--- src/cpu_macros.svh ---
// --------------------------------------------------
// CPU widths, reset vector and RV32I opcode values
// --------------------------------------------------
`ifndef CPU_MACROS_SVH
`define CPU_MACROS_SVH

`define CPU_XLEN     32
`define CPU_RADDR_W  5
`define CPU_RESET_PC 32'h00400000  // start of text segment

// opcodes of the supported instruction classes
`define OP_LOAD      7'd3
`define OP_STORE     7'd35
`define OP_RTYPE     7'd51
`define OP_ITYPE     7'd19
`define OP_BRANCH    7'd99

`endif

--- src/cpuPkg.sv ---
// --------------------------------------------------
// CPU types shared by the pipeline stages
// --------------------------------------------------
`include "cpu_macros.svh"

package cpuPkg;

    typedef logic [`CPU_XLEN-1:0]    wordT;     // data, address or instruction
    typedef logic [`CPU_RADDR_W-1:0] regAddrT;

    typedef enum logic [2:0] {
        aluAdd,
        aluSub,
        aluAnd,
        aluOr,
        aluSlt
    } aluOpT;

    typedef enum logic [1:0] {
        immI,
        immS,
        immB
    } immKindT;

    // 00 register file, 01 writeback, 10 memory stage
    typedef logic [1:0] fwdSelT;

endpackage : cpuPkg

--- src/pipeControl.sv ---
// --------------------------------------------------
// pipeControl: instruction decode, control pipeline,
// forwarding selects, load-use stall, branch flush
// --------------------------------------------------
`timescale 1ns/1ps
`include "cpu_macros.svh"

module pipeControl (
    input  logic             clk,
    input  logic             rst,
    input  cpuPkg::wordT     instrD,
    input  logic             zeroE,
    input  cpuPkg::regAddrT  rs1E,
    input  cpuPkg::regAddrT  rs2E,
    input  cpuPkg::regAddrT  rdE,
    input  cpuPkg::regAddrT  rdM,
    input  cpuPkg::regAddrT  rdW,
    output cpuPkg::immKindT  immKind,
    output cpuPkg::aluOpT    aluOp,
    output logic             aluSrcImm,
    output logic             memWrite,
    output logic             memToRegW,
    output logic             regWriteW,
    output logic             stallF,
    output logic             stallD,
    output logic             flushD,
    output logic             flushE,
    output logic             branchTaken,
    output cpuPkg::fwdSelT   fwdA,
    output cpuPkg::fwdSelT   fwdB
);

    logic [6:0]      opD;
    logic [2:0]      funct3D;
    cpuPkg::regAddrT rs1D, rs2D;
    logic            regWriteD, memToRegD, memWriteD, branchD, aluSrcImmD, aluFunctD;
    cpuPkg::aluOpT   aluOpD;
    logic            regWriteE, memToRegE, memWriteE, branchE;
    logic            regWriteM, memToRegM;
    logic            lwStall;

    assign opD     = instrD[6:0];
    assign funct3D = instrD[14:12];
    assign rs1D    = instrD[19:15];
    assign rs2D    = instrD[24:20];

    // main decoder, all-zero bubble falls to default
    always_comb begin
        regWriteD  = 1'b0;
        memToRegD  = 1'b0;
        memWriteD  = 1'b0;
        branchD    = 1'b0;
        aluSrcImmD = 1'b0;
        aluFunctD  = 1'b0;
        immKind    = cpuPkg::immI;
        case (opD)
            `OP_LOAD: begin
                regWriteD  = 1'b1;
                memToRegD  = 1'b1;
                aluSrcImmD = 1'b1;
            end
            `OP_STORE: begin
                memWriteD  = 1'b1;
                aluSrcImmD = 1'b1;
                immKind    = cpuPkg::immS;
            end
            `OP_RTYPE: begin
                regWriteD = 1'b1;
                aluFunctD = 1'b1;
            end
            `OP_ITYPE: begin
                regWriteD  = 1'b1;
                aluSrcImmD = 1'b1;
                aluFunctD  = 1'b1;
            end
            `OP_BRANCH: begin
                branchD = 1'b1;
                immKind = cpuPkg::immB;
            end
            default: ;
        endcase
    end

    // ALU decoder
    always_comb begin
        aluOpD = cpuPkg::aluAdd;                  // address calculation
        if (branchD) begin
            aluOpD = cpuPkg::aluSub;              // beq compares via zero flag
        end else if (aluFunctD) begin
            case (funct3D)
                3'b000:  aluOpD = (opD == `OP_RTYPE && instrD[30]) ? cpuPkg::aluSub
                                                                   : cpuPkg::aluAdd;
                3'b010:  aluOpD = cpuPkg::aluSlt;
                3'b110:  aluOpD = cpuPkg::aluOr;
                3'b111:  aluOpD = cpuPkg::aluAnd;
                default: aluOpD = cpuPkg::aluAdd;
            endcase
        end
    end

    always_ff @(posedge clk) begin
        if (rst || flushE) begin
            regWriteE <= 1'b0;
            memToRegE <= 1'b0;
            memWriteE <= 1'b0;
            branchE   <= 1'b0;
            aluSrcImm <= 1'b0;
            aluOp     <= cpuPkg::aluAdd;
        end else begin
            regWriteE <= regWriteD;
            memToRegE <= memToRegD;
            memWriteE <= memWriteD;
            branchE   <= branchD;
            aluSrcImm <= aluSrcImmD;
            aluOp     <= aluOpD;
        end
    end

    always_ff @(posedge clk) begin
        if (rst) begin
            regWriteM <= 1'b0;
            memToRegM <= 1'b0;
            memWrite  <= 1'b0;
            regWriteW <= 1'b0;
            memToRegW <= 1'b0;
        end else begin
            regWriteM <= regWriteE;
            memToRegM <= memToRegE;
            memWrite  <= memWriteE;
            regWriteW <= regWriteM;
            memToRegW <= memToRegM;
        end
    end

    function automatic cpuPkg::fwdSelT fwdFor(input cpuPkg::regAddrT rs);
        cpuPkg::fwdSelT sel;
        sel = 2'b00;
        if (rs != '0 && regWriteM && rs == rdM)      sel = 2'b10;
        else if (rs != '0 && regWriteW && rs == rdW) sel = 2'b01;
        return sel;
    endfunction

    assign fwdA = fwdFor(rs1E);
    assign fwdB = fwdFor(rs2E);

    // load in execute feeding decode waits one cycle
    assign lwStall     = memToRegE && rdE != '0 && (rdE == rs1D || rdE == rs2D);
    assign branchTaken = branchE && zeroE;

    assign stallF = lwStall;
    assign stallD = lwStall;
    assign flushD = branchTaken;
    assign flushE = lwStall || branchTaken;

endmodule : pipeControl

--- src/fetchStage.sv ---
// --------------------------------------------------
// fetchStage: program counter and fetch/decode register
// --------------------------------------------------
`timescale 1ns/1ps
`include "cpu_macros.svh"

module fetchStage (
    input  logic          clk,
    input  logic          rst,
    input  logic          stallF,
    input  logic          stallD,
    input  logic          flushD,
    input  logic          branchTaken,
    input  cpuPkg::wordT  branchTarget,
    input  cpuPkg::wordT  instr,
    output cpuPkg::wordT  pcF,
    output cpuPkg::wordT  pcD,
    output cpuPkg::wordT  instrD
);

    cpuPkg::wordT pcNext;

    assign pcNext = branchTaken ? branchTarget : pcF + `CPU_XLEN'd4;

    always_ff @(posedge clk) begin
        if (rst)          pcF <= `CPU_RESET_PC;
        else if (!stallF) pcF <= pcNext;
    end

    always_ff @(posedge clk) begin
        if (rst || flushD) instrD <= '0;   // bubble
        else if (!stallD)  instrD <= instr;
    end

    always_ff @(posedge clk) begin
        if (!stallD) pcD <= pcF;
    end

endmodule : fetchStage

--- src/decodeStage.sv ---
// --------------------------------------------------
// decodeStage: register file, immediate extension
// and the decode/execute register
// --------------------------------------------------
`timescale 1ns/1ps
`include "cpu_macros.svh"

module decodeStage (
    input  logic             clk,
    input  logic             rst,
    input  logic             flushE,
    input  cpuPkg::wordT     instrD,
    input  cpuPkg::wordT     pcD,
    input  cpuPkg::immKindT  immKind,
    input  logic             regWriteW,
    input  cpuPkg::regAddrT  rdW,
    input  cpuPkg::wordT     resultW,
    output cpuPkg::wordT     rd1E,
    output cpuPkg::wordT     rd2E,
    output cpuPkg::wordT     immE,
    output cpuPkg::wordT     pcE,
    output cpuPkg::regAddrT  rs1E,
    output cpuPkg::regAddrT  rs2E,
    output cpuPkg::regAddrT  rdE
);

    cpuPkg::wordT    regs [32];
    cpuPkg::regAddrT rs1D, rs2D;
    cpuPkg::wordT    rd1D, rd2D, immD;

    assign rs1D = instrD[19:15];
    assign rs2D = instrD[24:20];

    always_ff @(posedge clk) begin
        if (rst) begin
            for (int i = 0; i < 32; i++) regs[i] <= '0;
        end else if (regWriteW && rdW != '0) begin
            regs[rdW] <= resultW;
        end
    end

    // x0 reads zero, same-cycle write bypasses the array
    assign rd1D = (rs1D == '0) ? '0 : (regWriteW && rdW == rs1D) ? resultW : regs[rs1D];
    assign rd2D = (rs2D == '0) ? '0 : (regWriteW && rdW == rs2D) ? resultW : regs[rs2D];

    always_comb begin
        case (immKind)
            cpuPkg::immS: immD = {{20{instrD[31]}}, instrD[31:25], instrD[11:7]};
            cpuPkg::immB: immD = {{20{instrD[31]}}, instrD[7], instrD[30:25],
                                  instrD[11:8], 1'b0};
            default:      immD = {{20{instrD[31]}}, instrD[31:20]};
        endcase
    end

    always_ff @(posedge clk) begin
        if (rst || flushE) begin
            rs1E <= '0;
            rs2E <= '0;
            rdE  <= '0;
        end else begin
            rs1E <= rs1D;
            rs2E <= rs2D;
            rdE  <= instrD[11:7];
        end
    end

    always_ff @(posedge clk) begin
        rd1E <= rd1D;
        rd2E <= rd2D;
        immE <= immD;
        pcE  <= pcD;
    end

endmodule : decodeStage

--- src/executeStage.sv ---
// --------------------------------------------------
// executeStage: operand forwarding, ALU, branch target,
// execute/memory and memory/writeback registers
// --------------------------------------------------
`timescale 1ns/1ps
`include "cpu_macros.svh"

module executeStage (
    input  logic             clk,
    input  logic             rst,
    input  cpuPkg::wordT     rd1E,
    input  cpuPkg::wordT     rd2E,
    input  cpuPkg::wordT     immE,
    input  cpuPkg::wordT     pcE,
    input  cpuPkg::regAddrT  rdE,
    input  cpuPkg::aluOpT    aluOp,
    input  logic             aluSrcImm,
    input  cpuPkg::fwdSelT   fwdA,
    input  cpuPkg::fwdSelT   fwdB,
    input  logic             memToRegW,
    input  cpuPkg::wordT     readData,
    output logic             zeroE,
    output cpuPkg::wordT     branchTarget,
    output cpuPkg::wordT     aluResultM,
    output cpuPkg::wordT     writeDataM,
    output cpuPkg::regAddrT  rdM,
    output cpuPkg::regAddrT  rdW,
    output cpuPkg::wordT     resultW
);

    cpuPkg::wordT srcA, srcB, writeDataE, aluResultE;
    cpuPkg::wordT aluResultW, readDataW;

    always_comb begin
        case (fwdA)
            2'b01:   srcA = resultW;
            2'b10:   srcA = aluResultM;
            default: srcA = rd1E;
        endcase
        case (fwdB)
            2'b01:   writeDataE = resultW;
            2'b10:   writeDataE = aluResultM;
            default: writeDataE = rd2E;
        endcase
    end

    assign srcB = aluSrcImm ? immE : writeDataE;

    always_comb begin
        case (aluOp)
            cpuPkg::aluSub: aluResultE = srcA - srcB;
            cpuPkg::aluAnd: aluResultE = srcA & srcB;
            cpuPkg::aluOr:  aluResultE = srcA | srcB;
            cpuPkg::aluSlt: aluResultE = {{(`CPU_XLEN-1){1'b0}},
                                          $signed(srcA) < $signed(srcB)};
            default:        aluResultE = srcA + srcB;
        endcase
    end

    assign zeroE        = (aluResultE == '0);
    assign branchTarget = pcE + immE;

    always_ff @(posedge clk) begin
        if (rst) begin
            rdM <= '0;
            rdW <= '0;
        end else begin
            rdM <= rdE;
            rdW <= rdM;
        end
    end

    always_ff @(posedge clk) begin
        aluResultM <= aluResultE;
        writeDataM <= writeDataE;     // store data, already forwarded
        aluResultW <= aluResultM;
        readDataW  <= readData;
    end

    assign resultW = memToRegW ? readDataW : aluResultW;

endmodule : executeStage

--- src/cpuCore.sv ---
// --------------------------------------------------
// cpuCore: five-stage pipelined RV32I subset core
// memories sit outside and answer combinationally
// --------------------------------------------------
`timescale 1ns/1ps
`include "cpu_macros.svh"

module cpuCore (
    input  logic             clk,
    input  logic             rst,
    input  cpuPkg::wordT     instr,
    input  cpuPkg::wordT     readData,
    output cpuPkg::wordT     pc,
    output cpuPkg::wordT     aluResult,
    output cpuPkg::wordT     writeData,
    output logic             memWrite,
    output logic             wbValid,
    output cpuPkg::regAddrT  wbRd,
    output cpuPkg::wordT     wbData
);

    cpuPkg::wordT    pcD, instrD, pcE;
    cpuPkg::wordT    rd1E, rd2E, immE;
    cpuPkg::wordT    branchTarget;
    cpuPkg::regAddrT rs1E, rs2E, rdE, rdM;
    cpuPkg::immKindT immKind;
    cpuPkg::aluOpT   aluOp;
    cpuPkg::fwdSelT  fwdA, fwdB;
    logic            aluSrcImm, memToRegW, zeroE;
    logic            stallF, stallD, flushD, flushE, branchTaken;

    // wbValid, wbRd and wbData double as the writeback nets
    pipeControl u_ctrl (
        .clk(clk), .rst(rst), .instrD(instrD), .zeroE(zeroE),
        .rs1E(rs1E), .rs2E(rs2E), .rdE(rdE), .rdM(rdM), .rdW(wbRd),
        .immKind(immKind), .aluOp(aluOp), .aluSrcImm(aluSrcImm),
        .memWrite(memWrite), .memToRegW(memToRegW), .regWriteW(wbValid),
        .stallF(stallF), .stallD(stallD), .flushD(flushD), .flushE(flushE),
        .branchTaken(branchTaken), .fwdA(fwdA), .fwdB(fwdB)
    );

    fetchStage u_fetch (
        .clk(clk), .rst(rst), .stallF(stallF), .stallD(stallD),
        .flushD(flushD), .branchTaken(branchTaken),
        .branchTarget(branchTarget), .instr(instr),
        .pcF(pc), .pcD(pcD), .instrD(instrD)
    );

    decodeStage u_decode (
        .clk(clk), .rst(rst), .flushE(flushE), .instrD(instrD), .pcD(pcD),
        .immKind(immKind), .regWriteW(wbValid), .rdW(wbRd), .resultW(wbData),
        .rd1E(rd1E), .rd2E(rd2E), .immE(immE), .pcE(pcE),
        .rs1E(rs1E), .rs2E(rs2E), .rdE(rdE)
    );

    executeStage u_exec (
        .clk(clk), .rst(rst), .rd1E(rd1E), .rd2E(rd2E), .immE(immE),
        .pcE(pcE), .rdE(rdE), .aluOp(aluOp), .aluSrcImm(aluSrcImm),
        .fwdA(fwdA), .fwdB(fwdB), .memToRegW(memToRegW), .readData(readData),
        .zeroE(zeroE), .branchTarget(branchTarget),
        .aluResultM(aluResult), .writeDataM(writeData),
        .rdM(rdM), .rdW(wbRd), .resultW(wbData)
    );

endmodule : cpuCore

--- config.mk ---
export PLATFORM = sky130hd
export DESIGN_NAME = cpuCore
export DESIGN_NICKNAME = d
export VERILOG_FILES = /design/src/cpuPkg.sv /design/src/pipeControl.sv /design/src/fetchStage.sv /design/src/decodeStage.sv /design/src/executeStage.sv /design/src/cpuCore.sv
export VERILOG_INCLUDE_DIRS = /design/src
export SDC_FILE = /design/constraint.sdc
export NUM_CORES = 2
export LEC_CHECK = 0
export BUFFER_PORTS_ARGS = -buffer_cell sky130_fd_sc_hd__buf_2
export CAP_MARGIN = 25
export CORE_UTILIZATION = 30
export DETAILED_ROUTE_END_ITERATION = 16
export PLACE_DENSITY_LB_ADDON = 0.12
export SLEW_MARGIN = 20
export SYNTH_ARGS = -nofsm -noshare
export SYNTH_HDL_FRONTEND = slang
export SYNTH_HIERARCHICAL = 1
export SYNTH_SLANG_ARGS = --single-unit
--- constraint.sdc ---
create_clock -name clk -period 9.05 [get_ports clk]
set_clock_uncertainty 0.15 [all_clocks]
set_input_delay 0.905 -clock clk [delete_from_list [all_inputs] [get_ports clk]]
set_output_delay 0.905 -clock clk [all_outputs]
set_load 0.1 [all_outputs]
Word level (Yosys, flattened, before mapping) --
Memories as Yosys holds them, arrays and structs flattened. A register that Yosys moved wholly into a read port is not among the register bits. Cells that the tools add are included.
Storage, ports and cells: bits in registers 371, memory bits (writable) 1024, input bits 66, output and inout bits 135, memories kept 1
Cells by class: $add $sub $neg 4, magnitude comparators 1, eq/ne operators 26, mux-type cells 36, bitwise logic cells 3, reduce and logical (&&, ||, !) cells 32
Memory list:
- u_decode.regs | depth 32, bits a word 32, read ports 2, clocked after memory_dff 2, write ports 32, RTL line decodeStage.sv:27 | cpuPkg::wordT regs [32];
Operator list (number):
- $mux 32 | 6
- $pmux 32 s2 | 2
- $pmux 32 s4 | 1
- $add 32x32->32 | 2
- $eq 5x5->1 | 8
- $add 32x3->32 const B | 1
- $and 32x32->32 | 1
- $logic_not 32->1 | 1
- $lt 32x32->1 | 1
- $or 32x32->32 | 1
- $reduce_or 32->1 | 1
- $sub 32x32->32 | 1
- $mux 5 | 5
- $pmux 12 s2 | 1
- $reduce_bool 5->1 | 4
- $mux 1 | 17
- $logic_and 1x1->1 | 15
- $eq 7x6->1 const B | 2
- $pmux 3 s4 | 1
- $logic_not 5->1 | 2
- $eq 3x2->1 const B | 3
- $eq 3x3->1 const B | 3
- $reduce_or 3->1 | 3
- $eq 7x2->1 const B | 1
- 11 further kinds | 19

Logic depth before layout (Yosys ltp) --
depth after elaboration 15, mapped depth 34, gate-level depth less buffers 30

Cells and area by module --
The synthesis kept the hierarchy.
By module, submodules not included:
- decodeStage | times used 1, cells each 3745, area an instance 57702.8 sq um, sequential area each 33231.9 sq um
- executeStage | times used 1, cells each 1607, area an instance 11995.3 sq um, sequential area each 2762.6 sq um
- fetchStage | times used 1, cells each 403, area an instance 4075.2 sq um, sequential area each 2242.2 sq um
- pipeControl | times used 1, cells each 100, area an instance 867.1 sq um, sequential area each 260.2 sq um

Worst setup path after synthesis --
No wires, ideal clock.
kind register to register, start point register u_exec.rdW[0], end point register u_fetch.pcF[10], arrival 7751 ps, required time 8772 ps, setup slack 1021 ps, stages on the path, launching flop included 32, path buffers 6, cell sequence dfxtp_1 xnor2_1 nand4_1 nor4_1 inv_1 ha_1 clkbuf_1 buf_1 a21oi_1 o21ai_0 ha_1 inv_1 fa_1 nor2b_1 o211ai_1 nand2_1 a221oi_1 o22ai_1 or4_1 or4_1 or4_1 nor4_1 nand4_1 nor2_1 and2_1 clkbuf_1 clkbuf_1 clkbuf_1 clkbuf_1 o21ai_0 a22oi_1 nor2_1
On the way: word-level cells in the longest chain between the ends 12, elaborated cells between the ends (all ways) 24, classes of those cells add/sub: 2; order compare: 1; eq/ne: 6; mux: 9; bitwise: 2; reduce/logical: 4
RTL lines:
- start, declared | RTL line executeStage.sv:27 | output cpuPkg::regAddrT rdW,
- start signal, assigned | RTL line executeStage.sv:69 | rdW <= rdM;
- $eq 5x5->1 (*) | RTL line pipeControl.sv:139 | else if (rs != '0 && regWriteW && rs == rdW) sel = 2'b01;
- $logic_and 1x1->1 (*) | RTL line pipeControl.sv:139
- $mux 1 (*) | RTL line pipeControl.sv:139
- $mux 2 (*) | RTL line pipeControl.sv:138 | if (rs != '0 && regWriteM && rs == rdM) sel = 2'b10;
- via fwdB[0] | RTL line cpuCore.sv:28 | cpuPkg::fwdSelT fwdA, fwdB;
- $eq 2x2->1 or $eq 2x1->1 (tied branches) | RTL line executeStage.sv:40 | case (fwdB)
- $pmux 32 s2 (*) | RTL line executeStage.sv:40
- $mux 32 (*) | RTL line executeStage.sv:47 | assign srcB = aluSrcImm ? immE : writeDataE;
- $add 32x32->32, or another cell as far along | RTL line executeStage.sv:56 | default: aluResultE = srcA + srcB;
- $pmux 32 s4 (*) | RTL line executeStage.sv:50 | case (aluOp)
- via u_exec.aluResultE[6] | RTL line executeStage.sv:31 | cpuPkg::wordT srcA, srcB, writeDataE, aluResultE;
- $logic_not 32->1 (*) | RTL line executeStage.sv:60 | assign zeroE = (aluResultE == '0);
- via zeroE | RTL line cpuCore.sv:29 | logic aluSrcImm, memToRegW, zeroE;
- $logic_and 1x1->1 (*) | RTL line pipeControl.sv:148 | assign branchTaken = branchE && zeroE;
- via branchTaken | RTL line cpuCore.sv:30 | logic stallF, stallD, flushD, flushE, branchTaken;
- $mux 32 (*) | RTL line fetchStage.sv:23 | assign pcNext = branchTaken ? branchTarget : pcF + `CPU_XLEN'd4;
- end signal, assigned | RTL line fetchStage.sv:26 | if (rst) pcF <= `CPU_RESET_PC;
- end signal, assigned | RTL line fetchStage.sv:27 | else if (!stallF) pcF <= pcNext;
- end, declared | RTL line fetchStage.sv:16 | output cpuPkg::wordT pcF,
The timed path passes the listed nets; every way through them passes the cells marked *. A chain may end at the register's enable or synchronous reset.

Worst setup path in the final report --
start point register u_decode.rs1E[1], end point register u_fetch.pcF[20]
On the way: elaborated cells between the ends (all ways) 21, classes of those cells add/sub: 2; order compare: 1; eq/ne: 4; mux: 5; bitwise: 2; reduce/logical: 7
RTL lines:
- start, declared | RTL line decodeStage.sv:22 | output cpuPkg::regAddrT rs1E,
- start signal, assigned | RTL line decodeStage.sv:61 | rs1E <= rs1D;
- $reduce_bool 5->1 | RTL line pipeControl.sv:138
- $logic_and 1x1->1 | RTL line pipeControl.sv:138
- $logic_and 1x1->1 (*) | RTL line pipeControl.sv:138
- $mux 2 (*) | RTL line pipeControl.sv:138
- via fwdA[1] | RTL line cpuCore.sv:28
- $eq 2x2->1 or $eq 2x1->1 (tied branches) | RTL line executeStage.sv:35 | case (fwdA)
- $pmux 32 s2 (*) | RTL line executeStage.sv:35
- $add 32x32->32, or another cell as far along | RTL line executeStage.sv:56
- $pmux 32 s4 (*) | RTL line executeStage.sv:50
- via u_exec.aluResultE[27] | RTL line executeStage.sv:31
- $logic_not 32->1 (*) | RTL line executeStage.sv:60
- via zeroE | RTL line cpuCore.sv:29
- $logic_and 1x1->1 (*) | RTL line pipeControl.sv:148
- via branchTaken | RTL line cpuCore.sv:30
- $mux 32 (*) | RTL line fetchStage.sv:23
Marks and branches as above.

==> flow_metrics.py <==
metrics = {
    "run_status": {
        "result_of_the_run": "finished, final reports clean",
    },
    "worst_hold_path": {
        "type_of_the_tightest_min_delay_check": "input pin to flip-flop",
    },
    "sta": {
        "finalSetupTns_ns": 0,
        "finalSetupViolCount": 0,
        "fmaxAchievable_mhz": 118,
        "final-hold-violation-count": 0,
        "finalCriticalPeriod_ns": 8.48,
        "slew-limit-headroom_pct": 17.0,
        "post-route-period-util_pct": 93.7,
        "finalMaxSlewViolations": 0,
        "grt_setup_unrepaired": "no",
        "max_slew.worst_pin.slew_ns": 1.23,
    },
    "logic_synthesis": {
        "synth_compound_gate_area_share_pct": 8.91,
        "synth-warning-count": 6,
        "synth_seq_area_share_pct": 51.6,
        "post_synthesis_sequential_element_count": 1395,
        "synthXorXnorAreaFrac_pct": 0.820,
        "synth.distinct_cells": 98,
        "dominant_synthesized_flop_cell": "edfxtp_1",
        "synth-async-reset-ratio_pct": 0,
        "combinational_family_with_the_most_area_after_synthesis": "multiplexers",
        "synthesis.instances": 5855,
        "mean_syn_cell_area_um2": 12.7,
        "synthMuxAreaShare_pct": 18.4,
        "synthSimpleGateAreaFrac_pct": 13.9,
        "synth-edff-count": 1056,
        "syn_area_um2": 74600,
        "synth-adder-area-share_pct": 2.33,
    },
    "layout": {
        "commonest_non_fill_non_tap_cells_in_the_layout": "1056 x edfxtp_1, 1013 x and2_1, 511 x mux4_2",
        "drive_above_1_share_pct": 22.3,
        "area.growth.synth_to_final_pct": 13.9,
        "final_common_cell": "edfxtp_1",
        "finished_layout_cell_area_um2": 85000,
        "design.final.nets": 6120,
        "finish.utilization_pct": 34.5,
    },
    "cts": {
        "cts_resized": 0,
        "clk_transition_reported_paths_ns": 0.06,
        "htree_levels": 4,
        "cts_max_path_buffers": 3,
        "cts_buffer_count": 165,
        "clock_tree_from_tritoncts": "built",
        "clock_latency_ns": 0.84,
        "cts_root_buffer": "clkbuf_16",
        "tritoncts_num_sinks": 1395,
    },
    "global_routing": {
        "first_global_vias": 50597,
        "grt.overflow.total": 0,
        "grt_max_degree": 84,
        "grt_first_pass_wirelength_um": 426000,
        "grt_use_total_pct": 24.4,
        "antenna_found_initial": 46,
    },
    "drt": {
        "final_antenna_net_count": 0,
        "vias_post_dr": 51681,
        "detail_route.iter0.violations": 6403,
        "totalWireLength_um": 311000,
        "remaining_drcs": 0,
        "vias_per_cell": 5.51,
        "detail_route.wl_per_cell_um": 33.2,
        "drtPass1Iterations": 6,
    },
    "place": {
        "numPortBuffers": 200,
        "post-dp-hpwl_um": 196000,
        "dpl-instance-area_um2": 79200,
        "routabilityCongestion": 0.943,
    },
    "critical_path": {
        "cp-start-kind": "flip-flop",
        "crit_required_ns": 9.65,
        "path_max_fanout": 18,
        "endpoint_kind": "flip-flop",
        "crit_arrival_ns": 9.08,
        "worstSetupPathType": "flip-flop to flip-flop",
    },
    "pwr": {
        "leakage_nw": 30.3,
        "power.total_mw": 19.5,
        "power.ir.vdd_worst_mv": 0.137,
        "power_per_cell_area_nw_per_um2": 229,
    },
    "floorplan": {
        "std_cell_rows": 182,
        "die_area_um2": 251000,
        "chip_width_um": 501,
        "io_pins": 201,
        "starting_density_of_the_core_pct": 30.3,
        "design.core.area_um2": 247000,
        "die-height_um": 501,
    },
    "job": {
        "max_cap_viol_count": 0,
    },
}
-- layout make-up --
type / instances / area [um^2]
fill: 24174 / 162000
sequential: 1395 / 38500
multi-input combinational: 3779 / 33400
clock buffer: 227 / 4650
tap: 3312 / 4140
timing repair buffer: 412 / 2880
clock inverter: 78 / 688
inverter: 164 / 616
antenna: 18 / 45.0
-- sequential cells by signal (all words and copies together) (netlist names), 3 cells and up --
signal	count
u_ctrl/aluOp	3
u_decode/immE	13
u_decode/pcE	32
u_decode/rd1E	32
u_decode/rd2E	32
u_decode/rdE	5
u_decode/regs	1024
u_decode/rs1E	5
u_decode/rs2E	5
u_exec/aluResultM	32
u_exec/aluResultW	32
u_exec/rdM	5
u_exec/rdW	5
u_exec/readDataW	32
u_exec/writeDataM	32
u_fetch/instrD	32
u_fetch/pcD	32
u_fetch/pcF	32
-- worst max-delay path, stage by stage (launching register included) --
cell and delay (ns):
dfxtp_1 0.33, or4_1 0.53, nor2_1 0.14, nor4_1 0.13, nor4_1 0.56, ha_1 0.34, buf_4 0.26, a22oi_1 0.09
o21ai_0 0.63, ha_1 0.53, nand2b_1 0.20, a221oi_1 0.11, o41ai_1 0.82, o31ai_1 0.29, a2111oi_4 0.57, nor2_1 0.15
a31oi_1 0.23, a221oi_1 0.10, or3_1 0.41, or4b_1 0.55, nor2_1 0.13, and2_2 0.34, inv_1 0.18, nor2_1 0.12
buf_4 0.22, a311oi_1 0.07, a211oi_1 0.22
-- path summary, 6_finish.rpt --
| kind | from | end | slack (ns) | depth (start not counted) |
|---|---|---|---|---|
| max | u_decode/rs1E[1] | u_fetch/pcF[20] | 0.57 | 26 |
| min reg2reg | u_fetch/pcD[19] | u_decode/pcE[19] | 0.19 | 0 |
| min | instr[15] | u_fetch/instrD[15] | 0.16 | 3 |
| max reg2reg | u_decode/rs1E[1] | u_fetch/pcF[20] | 0.57 | 26 |
-- layer usage --
| layer | wire (um) | global-route usage, % |
|---|---|---|
| met1 | 143000 | 35.5 |
| met3 | 22500 | 3.96 |
| met5 | 48 | 0 |
| met2 | 136000 | 36.8 |
| met4 | 10000 | 7.88 |
-- cells in the mapped netlist (all sizes together) (45+ instances only) --
cell type  instances  area, um^2
nor2             247         943
mux2i            115        1150
inv              163         612
o211ai            79         593
nor3              51         260
edfxtp          1056       31700
mux2              95        1070
a21oi            156         792
o21ai            223        1120
nand2            246         923
clkbuf           359        1350
mux4             511       11500
or2               45         284
dfxtp            339        6790
o2111a            63         709
buf              189        1100
ha               134        1680
a22oi             79         593
o22ai            147         920
and2            1014        6340
-- where the power goes --
| part | switching (mW) | internal, mW | total [mW] |
|---|---|---|---|
| Sequential | 0.409 | 7.26 | 7.67 |
| Clock | 2.89 | 3.79 | 6.68 |
| Combinational | 4.02 | 1.14 | 5.15 |
-- metrics by stage --
stage	worst slack (ns)	hold slack [ns]	instances
finish	0.570	0.161	9385
detailed placement	0.607	0.177	9026
global placement	0.564	0.174	9022
global route	0.178	0.143	9370
floorplan	1.02	0.173	5886
CTS	0.655	0.0828	9363
-- repair_timing --
action / in CTS / in global routing
hold endpoints to repair: 32 / 0
hold buffers: 32 / 0
buffers inserted: 0 / 0
-- cells by family (layout without fill, tap and decap cells) --
family	Yosys count	after routing
simple gates	1843	1843
flops	1395	1395
compound gates	977	977
mux	721	721
buf+inv	712	881
fa+ha+maj	137	137
xor+xnor	69	69
other cells	1	50
Power figures use the tool's default switching activity.
